$ cat src/hdl/elevator_pkg.sv
// Shared types and sizes for the elevator floor-request logic.
// Every design module imports this package in its header.

`default_nettype none

package elevator_pkg;

    //////////////////////////////
    // Sizes
    //////////////////////////////

    localparam int NUM_FLOORS  = 11;
    localparam int FLOOR_W     = 4;
    // One slot per floor covers the ten floors that can ever be pending
    localparam int STACK_DEPTH = 11;

    //////////////////////////////
    // Basic types
    //////////////////////////////

    // Floor 0 is the lowest landing
    typedef logic [FLOOR_W-1:0]    floor_t;

    // One bit per floor for buttons and lamps
    typedef logic [NUM_FLOORS-1:0] floor_mask_t;

    // State reported by the car controller
    typedef enum logic [1:0] {
        CAR_STOPPED     = 2'd0,
        CAR_MOVING_UP   = 2'd1,
        CAR_MOVING_DOWN = 2'd2,
        CAR_EMERGENCY   = 2'd3
    } car_state_e;

    // Operating mode decoded from power switch and emergency button
    typedef enum logic [1:0] {
        MODE_OFF       = 2'd0,
        MODE_EMERGENCY = 2'd1,
        MODE_NORMAL    = 2'd2
    } op_mode_e;

    //////////////////////////////
    // Bundles
    //////////////////////////////

    typedef struct packed {
        car_state_e state;
        floor_t     floor;
    } car_status_t;

    // Push request into the stack, also used for the stack top
    typedef struct packed {
        logic   valid;
        floor_t floor;
    } floor_req_t;

    // Command toward the car controller
    typedef struct packed {
        logic   activate;
        logic   direction_up;
        floor_t target;
    } dispatch_t;

endpackage

`default_nettype wire

$ cat src/hdl/button_capture.sv
// Input side of the floor-request logic.
// Decodes the operating mode, accepts at most one button press per cycle,
// keeps the panel and call lamps and issues push requests to the stack.

`timescale 1ns/1ps
`default_nettype none

module button_capture import elevator_pkg::*; (
    input  wire logic        clock,
    input  wire logic        reset_n,
    input  wire floor_mask_t floor_call_buttons,
    input  wire floor_mask_t panel_buttons,
    input  wire logic        emergency_btn,
    input  wire logic        power_switch,
    input  wire car_status_t car_status,
    output op_mode_e         mode,
    output floor_req_t       push,
    output logic             arrival,
    output floor_mask_t      call_button_lights,
    output floor_mask_t      panel_button_lights
);

    floor_mask_t cur_mask;
    floor_mask_t panel_cand;
    floor_mask_t call_cand;
    floor_mask_t panel_pick;
    floor_mask_t call_pick;
    logic        other_lit;

    // Isolate the lowest set bit
    function automatic floor_mask_t lowest_bit(input floor_mask_t m);
        return m & (~m + floor_mask_t'(1));
    endfunction

    // One-hot floor mask to floor number
    function automatic floor_t mask_to_floor(input floor_mask_t onehot);
        floor_t f;
        f = '0;
        for (int i = 0; i < NUM_FLOORS; i++) begin
            if (onehot[i]) begin
                f = floor_t'(i);
            end
        end
        return f;
    endfunction

    //////////////////////////////
    // Mode and arrival
    //////////////////////////////

    // Power off wins over emergency
    always_comb begin
        if (!power_switch) begin
            mode = MODE_OFF;
        end else if (emergency_btn) begin
            mode = MODE_EMERGENCY;
        end else begin
            mode = MODE_NORMAL;
        end
    end

    assign arrival  = (mode == MODE_NORMAL) && (car_status.state == CAR_STOPPED);
    assign cur_mask = floor_mask_t'(1) << car_status.floor;

    //////////////////////////////
    // Press acceptance
    //////////////////////////////

    // Candidates are unlit buttons away from the current floor
    assign panel_cand = panel_buttons & ~panel_button_lights & ~cur_mask;
    assign call_cand  = floor_call_buttons & ~call_button_lights & ~cur_mask;

    always_comb begin
        panel_pick = '0;
        call_pick  = '0;
        if (mode == MODE_NORMAL) begin
            // Panel bank wins over the call bank
            if (panel_cand != '0) begin
                panel_pick = lowest_bit(panel_cand);
            end else begin
                call_pick = lowest_bit(call_cand);
            end
        end
    end

    // A floor already lit in the other bank is already on the stack
    assign other_lit = ((panel_pick & call_button_lights) != '0) ||
                       ((call_pick & panel_button_lights) != '0);

    assign push.valid = ((panel_pick | call_pick) != '0) && !other_lit;
    assign push.floor = mask_to_floor(panel_pick | call_pick);

    //////////////////////////////
    // Lamps
    //////////////////////////////

    always_ff @(posedge clock or negedge reset_n) begin
        if (!reset_n) begin
            panel_button_lights <= '0;
            call_button_lights  <= '0;
        end else if (mode != MODE_NORMAL) begin
            panel_button_lights <= '0;
            call_button_lights  <= '0;
        end else if (arrival) begin
            // Served floor goes dark in both banks
            panel_button_lights <= (panel_button_lights | panel_pick) & ~cur_mask;
            call_button_lights  <= (call_button_lights | call_pick) & ~cur_mask;
        end else begin
            panel_button_lights <= panel_button_lights | panel_pick;
            call_button_lights  <= call_button_lights | call_pick;
        end
    end

endmodule

`default_nettype wire

$ cat src/hdl/request_stack.sv
// LIFO store of requested floors.
// Pushes accepted floors, pops the top once the car stands at it,
// and flushes whenever the mode leaves normal operation.

`timescale 1ns/1ps
`default_nettype none

module request_stack import elevator_pkg::*; (
    input  wire logic       clock,
    input  wire logic       reset_n,
    input  wire op_mode_e   mode,
    input  wire floor_req_t push,
    input  wire logic       arrival,
    input  wire floor_t     car_floor,
    output floor_req_t      top
);

    // Floor entries, bottom of the stack first
    floor_t entries [STACK_DEPTH];

    // Count of valid entries and index of the next free slot
    logic [$clog2(STACK_DEPTH+1)-1:0] stack_ptr;

    logic do_push;
    logic do_pop;

    //////////////////////////////
    // Top of stack
    //////////////////////////////

    always_comb begin
        top.valid = (stack_ptr != '0);
        top.floor = '0;
        if (top.valid) begin
            top.floor = entries[stack_ptr - 1'b1];
        end
    end

    // The input side never pushes the floor the car stands at
    assign do_pop  = arrival && top.valid && (top.floor == car_floor);
    assign do_push = push.valid;

    //////////////////////////////
    // Pointer
    //////////////////////////////

    always_ff @(posedge clock or negedge reset_n) begin
        if (!reset_n) begin
            stack_ptr <= '0;
        end else if (mode != MODE_NORMAL) begin
            stack_ptr <= '0;
        end else if (do_pop) begin
            stack_ptr <= stack_ptr - 1'b1;
        end else if (do_push) begin
            stack_ptr <= stack_ptr + 1'b1;
        end
    end

    //////////////////////////////
    // Storage
    //////////////////////////////

    always_ff @(posedge clock) begin
        if (do_push && !do_pop) begin
            entries[stack_ptr] <= push.floor;
        end
    end

endmodule

`default_nettype wire

$ cat src/hdl/car_dispatcher.sv
// Output side of the floor-request logic.
// Registers the target floor, travel direction and activate level for the
// car controller, together with the emergency flag and door permissions.

`timescale 1ns/1ps
`default_nettype none

module car_dispatcher import elevator_pkg::*; (
    input  wire logic       clock,
    input  wire logic       reset_n,
    input  wire op_mode_e   mode,
    input  wire logic       arrival,
    input  wire floor_req_t top,
    input  wire floor_t     car_floor,
    input  wire logic       door_open_btn,
    input  wire logic       door_close_btn,
    output dispatch_t       dispatch,
    output logic            emergency_active,
    output logic            door_open_allowed,
    output logic            door_close_allowed
);

    logic start_trip;

    // Stopped car with a pending request somewhere else
    assign start_trip = arrival && top.valid && (top.floor != car_floor);

    //////////////////////////////
    // Dispatch
    //////////////////////////////

    always_ff @(posedge clock or negedge reset_n) begin
        if (!reset_n) begin
            dispatch <= '{activate: 1'b0, direction_up: 1'b1, target: '0};
        end else if (mode != MODE_NORMAL) begin
            // Park the command at the ground floor heading up
            dispatch <= '{activate: 1'b0, direction_up: 1'b1, target: '0};
        end else if (start_trip) begin
            dispatch.activate     <= 1'b1;
            dispatch.target       <= top.floor;
            dispatch.direction_up <= (top.floor > car_floor);
        end else begin
            // Target and direction keep their last value
            dispatch.activate <= 1'b0;
        end
    end

    //////////////////////////////
    // Flags and doors
    //////////////////////////////

    // Arrival already implies stopped and powered
    always_ff @(posedge clock or negedge reset_n) begin
        if (!reset_n) begin
            emergency_active   <= 1'b0;
            door_open_allowed  <= 1'b0;
            door_close_allowed <= 1'b0;
        end else begin
            emergency_active   <= (mode == MODE_EMERGENCY);
            door_open_allowed  <= arrival && door_open_btn;
            door_close_allowed <= arrival && door_close_btn;
        end
    end

endmodule

`default_nettype wire

$ cat src/hdl/floor_logic_top.sv
// Top level of the elevator floor-request logic.
// Connects button capture, request stack and car dispatcher.

`timescale 1ns/1ps
`default_nettype none

module floor_logic_top import elevator_pkg::*; (
    input  wire logic        clock,
    input  wire logic        reset_n,
    input  wire floor_mask_t floor_call_buttons,
    input  wire floor_mask_t panel_buttons,
    input  wire logic        door_open_btn,
    input  wire logic        door_close_btn,
    input  wire logic        emergency_btn,
    input  wire logic        power_switch,
    input  wire car_status_t car_status,
    output dispatch_t        dispatch,
    output logic             emergency_active,
    output logic             door_open_allowed,
    output logic             door_close_allowed,
    output floor_mask_t      call_button_lights,
    output floor_mask_t      panel_button_lights
);

    op_mode_e   mode;
    floor_req_t push;
    floor_req_t top;
    logic       arrival;

    button_capture button_capture_inst (
        .clock               (clock),
        .reset_n             (reset_n),
        .floor_call_buttons  (floor_call_buttons),
        .panel_buttons       (panel_buttons),
        .emergency_btn       (emergency_btn),
        .power_switch        (power_switch),
        .car_status          (car_status),
        .mode                (mode),
        .push                (push),
        .arrival             (arrival),
        .call_button_lights  (call_button_lights),
        .panel_button_lights (panel_button_lights)
    );

    request_stack request_stack_inst (
        .clock     (clock),
        .reset_n   (reset_n),
        .mode      (mode),
        .push      (push),
        .arrival   (arrival),
        .car_floor (car_status.floor),
        .top       (top)
    );

    car_dispatcher car_dispatcher_inst (
        .clock              (clock),
        .reset_n            (reset_n),
        .mode               (mode),
        .arrival            (arrival),
        .top                (top),
        .car_floor          (car_status.floor),
        .door_open_btn      (door_open_btn),
        .door_close_btn     (door_close_btn),
        .dispatch           (dispatch),
        .emergency_active   (emergency_active),
        .door_open_allowed  (door_open_allowed),
        .door_close_allowed (door_close_allowed)
    );

endmodule

`default_nettype wire

$ cat config.mk
export PLATFORM = sky130hd
export DESIGN_NAME = floor_logic_top
export DESIGN_NICKNAME = d
export VERILOG_FILES = /design/src/hdl/elevator_pkg.sv /design/src/hdl/button_capture.sv /design/src/hdl/request_stack.sv /design/src/hdl/car_dispatcher.sv /design/src/hdl/floor_logic_top.sv
export SDC_FILE = /design/constraint.sdc
export NUM_CORES = 1
export LEC_CHECK = 0
export ABC_AREA = 1
export BUFFER_PORTS_ARGS = -buffer_cell sky130_fd_sc_hd__clkbuf_2
export CORE_ASPECT_RATIO = 2
export CORE_MARGIN = 2
export CORE_UTILIZATION = 54
export DETAILED_ROUTE_END_ITERATION = 6
export PLACE_DENSITY = 0.86
export SLEW_MARGIN = 30
export SYNTH_ARGS = -nofsm -noshare
export SYNTH_HDL_FRONTEND = slang
export SYNTH_SLANG_ARGS = --single-unit
$ cat constraint.sdc
create_clock -name clock -period 4.7 [get_ports clock]
set_clock_uncertainty 0.1 [all_clocks]
set_input_delay 1.41 -clock clock [delete_from_list [all_inputs] [get_ports clock]]
set_output_delay 1.41 -clock clock [all_outputs]
set_load 0.01 [all_outputs]
==> flow_summary.json <==
{
  "status": "finished, final reports clean",
  "diodes": 0,
  "syn_area_per_cell_sq_um": 8.00,
  "drtIter0Drc": 428,
  "design_power_total_mw": 1.72,
  "setup_violations": 0,
  "ys_warn_count": 0,
  "synth_top_family_by_area": "simple AND/OR/NAND/NOR gates",
  "syn_inst": 570,
  "fin_crit_sh_pct": 93.6,
  "dp_hpwl_um": 10300,
  "synthArstFlopShare_pct": 44.3,
  "synth_top_cells_by_area": "edfxtp_1, dfrtp_1, nand2_1",
  "io_pins": 65,
  "synth_edf_count": 44,
  "rsz0062_at_grt": "false",
  "drc": 0,
  "io_buffers": 64,
  "synth_nets": 612,
  "area_growth_pct": 16.9,
  "cts.clk_slew.worst_paths_ns": 0.06,
  "cp_slowest_cell": "ha_1",
  "ctsHoldBuffers": 0,
  "crit_cells": 15,
  "p_leak_nw": 2.51,
  "insertion_delay_ns": 0.34,
  "relSlewSlack_pct": 43.9,
  "layout-drive-gt1-share_pct": 23.1,
  "synth_flop_cell": "edfxtp_1",
  "gp_congestion": 0.983,
  "yosysTopAreaCell": "edfxtp_1",
  "path_max_fanout": 12,
  "cts_buffers": 9,
  "cts_num_sinks": 79,
  "tightest_slew_ns": 0.841,
  "slowest_delay_ns": 0.55,
  "synth_xor_area_share_pct": 0.768,
  "reg2regPathDepth": 15,
  "dieHeight_um": 134,
  "antenna_left": 0,
  "worstSetupPathType": "reg -> reg",
  "drv_cap": 0,
  "slew_viol_final": 0,
  "viasPerCell": 5.69,
  "synth_cell_types": 36,
  "final_nets": 682,
  "antenna_found_initial": 0,
  "critPathTopFamily": "simple AND/OR/NAND/NOR gates",
  "synth_fa_ha_area_share_pct": 2.19,
  "p_per_area_nw_per_um2": 323,
  "dr.pass1.iters": 5,
  "min_path_cells": 2,
  "clk_root_buffer_cell": "clkbuf_16",
  "synth.most_common_cell": "nand2_1",
  "endpoint_kind": "register",
  "tns_ns": 0,
  "hold_class": "reg -> reg",
  "period_needed_ns": 4.40,
  "design_area_sq_um": 5330,
  "fmax_mhz": 227,
  "cts_tree": "built",
  "yosys-top-cells-count": "nand2_1, nor2_1, inv_1",
  "track_usage_pct": 31.3,
  "synthMuxAreaShare_pct": 0,
  "yosys.area_share.simple_pct": 33.8,
  "ys_seq_area_share_pct": 48.2,
  "placed_area_sq_um": 5010,
  "grt_pass1_vias": 4285,
  "post_drt_wl_per_cell_um": 18.3,
  "overflow": 0,
  "grt_max_degree": 36,
  "synth-seq-cells": 79,
  "grt_pass1_wl_um": 20700,
  "dp_slack_ns": 0.269,
  "critical_path_arrival_ns": 4.40,
  "cts_buffer_depth": 2,
  "initial_utilization_pct": 55.4,
  "peakVddDrop_uv": 188,
  "critPathBufInv": 4,
  "critPathLaunchType": "register",
  "hold_viol": 0,
  "cts-htree-levels": 3,
  "die_x_um": 69.0,
  "worst_slack_ns": 0.303,
  "synth_compound_area_share_pct": 8.64,
  "syn_area_sq_um": 4560,
  "dieArea_sq_um": 9240,
  "vias": 4231,
  "num_rows": 47,
  "core_area_sq_um": 8230,
  "wl_um": 13600,
  "synth_top_area_share_pct": 29.0,
  "critical_path_required_ns": 4.70,
  "path_cells": "inv_1, ha_1, clkinvlp_4, a21oi_1, a22oi_1, a221o_1, o21ai_0, nor2_1, ha_1, nand4_1, nor3_1, inv_1, nand4_2, buf_4, nor2_2"
}
-- kinds of logic after synthesis --
| family | Yosys count |
|---|---|
| compound gates | 68 |
| xor+xnor | 4 |
| fa+ha+maj | 8 |
| buf+inv | 75 |
| flops | 79 |
| simple gates | 336 |
-- final timing paths --
check / start / end / slack, ns
worst min register to register: car_dispatcher_inst.dispatch[3] / car_dispatcher_inst.dispatch[3] / 0.42
worst max-delay path: request_stack_inst.stack_ptr[1] / request_stack_inst.entries[3][0] / 0.30
min in group asynchronous: reset_n / car_dispatcher_inst.door_close_allowed / 1.06
worst min-delay path: car_dispatcher_inst.dispatch[3] / car_dispatcher_inst.dispatch[3] / 0.42
worst max register to register: request_stack_inst.stack_ptr[1] / request_stack_inst.entries[3][0] / 0.30
max in group asynchronous: reset_n / request_stack_inst.stack_ptr[0] / 2.89
-- power by group --
group / leakage (nW) / switching, mW / internal [mW]
clock network: 0.150 / 0.275 / 0.466
registers: 0.900 / 0.00356 / 0.739
logic: 1.46 / 0.165 / 0.0711
total: 2.51 / 0.444 / 1.28
-- layout make-up --
class / count / area [sq um]
clock buffer: 11 / 233
clock inverter: 5 / 81.3
fill: 704 / 2900
inverter: 61 / 233
multi-input combinational: 416 / 2080
sequential: 79 / 2200
tap: 98 / 123
timing repair buffer: 73 / 388
-- through the flow --
stage | util (%) | instances | hold slack (ns)
final | 64.8 | 743 | 0.423
after detailed placement | 60.9 | 727 | 0.409
after global placement | 60.9 | 727 | 0.396
after floorplan | - | 570 | 0.434
after CTS | 64.7 | 743 | 0.421
after global routing | 64.8 | 743 | 0.454
-- per-layer routing --
layer | wire length, um | global-route usage (%) | up-vias
met1 | 4110 | 27.7 | 1969
met4 | 1190 | 23.0 | 0
met3 | 713 | 6.96 | 81
met5 | 0 | 0 | -
met2 | 7560 | 57.1 | 185
li1 | - | - | 1996
-- tightest hold or removal path: stages (launching register included) --
cell	delay (ns)
dfrtp_1	0.35
nand3_1	0.07
nand2_1	0.06
-- cells in the final DEF (no fill, tap or decap), drive strengths merged, types with 2 or more instances in the layout --
master and count:
a21oi 23, a221o 3, a22oi 3, buf 10, bufinv 2, clkbuf 74
clkinv 2, clkinvlp 2, dfrtp 34, edfxtp 44, ha 8, inv 60
nand2 138, nand3 39, nand4 6, nor2 140, nor3 10, o211ai 3
o21ai 28, o21ba 2, o22ai 4, xor2 3
-- flip-flops by register name (all words and copies together), names as in the netlist --
signal / cells
button_capture_inst.call_button_lights: 11
car_dispatcher_inst.dispatch: 6
car_dispatcher_inst.door_close_allowed: 1
request_stack_inst.stack_ptr: 4
car_dispatcher_inst.emergency_active: 1
car_dispatcher_inst.door_open_allowed: 1
request_stack_inst.entries: 44
button_capture_inst.panel_button_lights: 11
-- what timing repair did --
item	CTS	global route
resized for setup	0	1
setup endpoints to repair	0	16
buffers inserted	0	0
hold endpoints to repair	0	0
No activity file was read; power rests on OpenSTA's default activity.
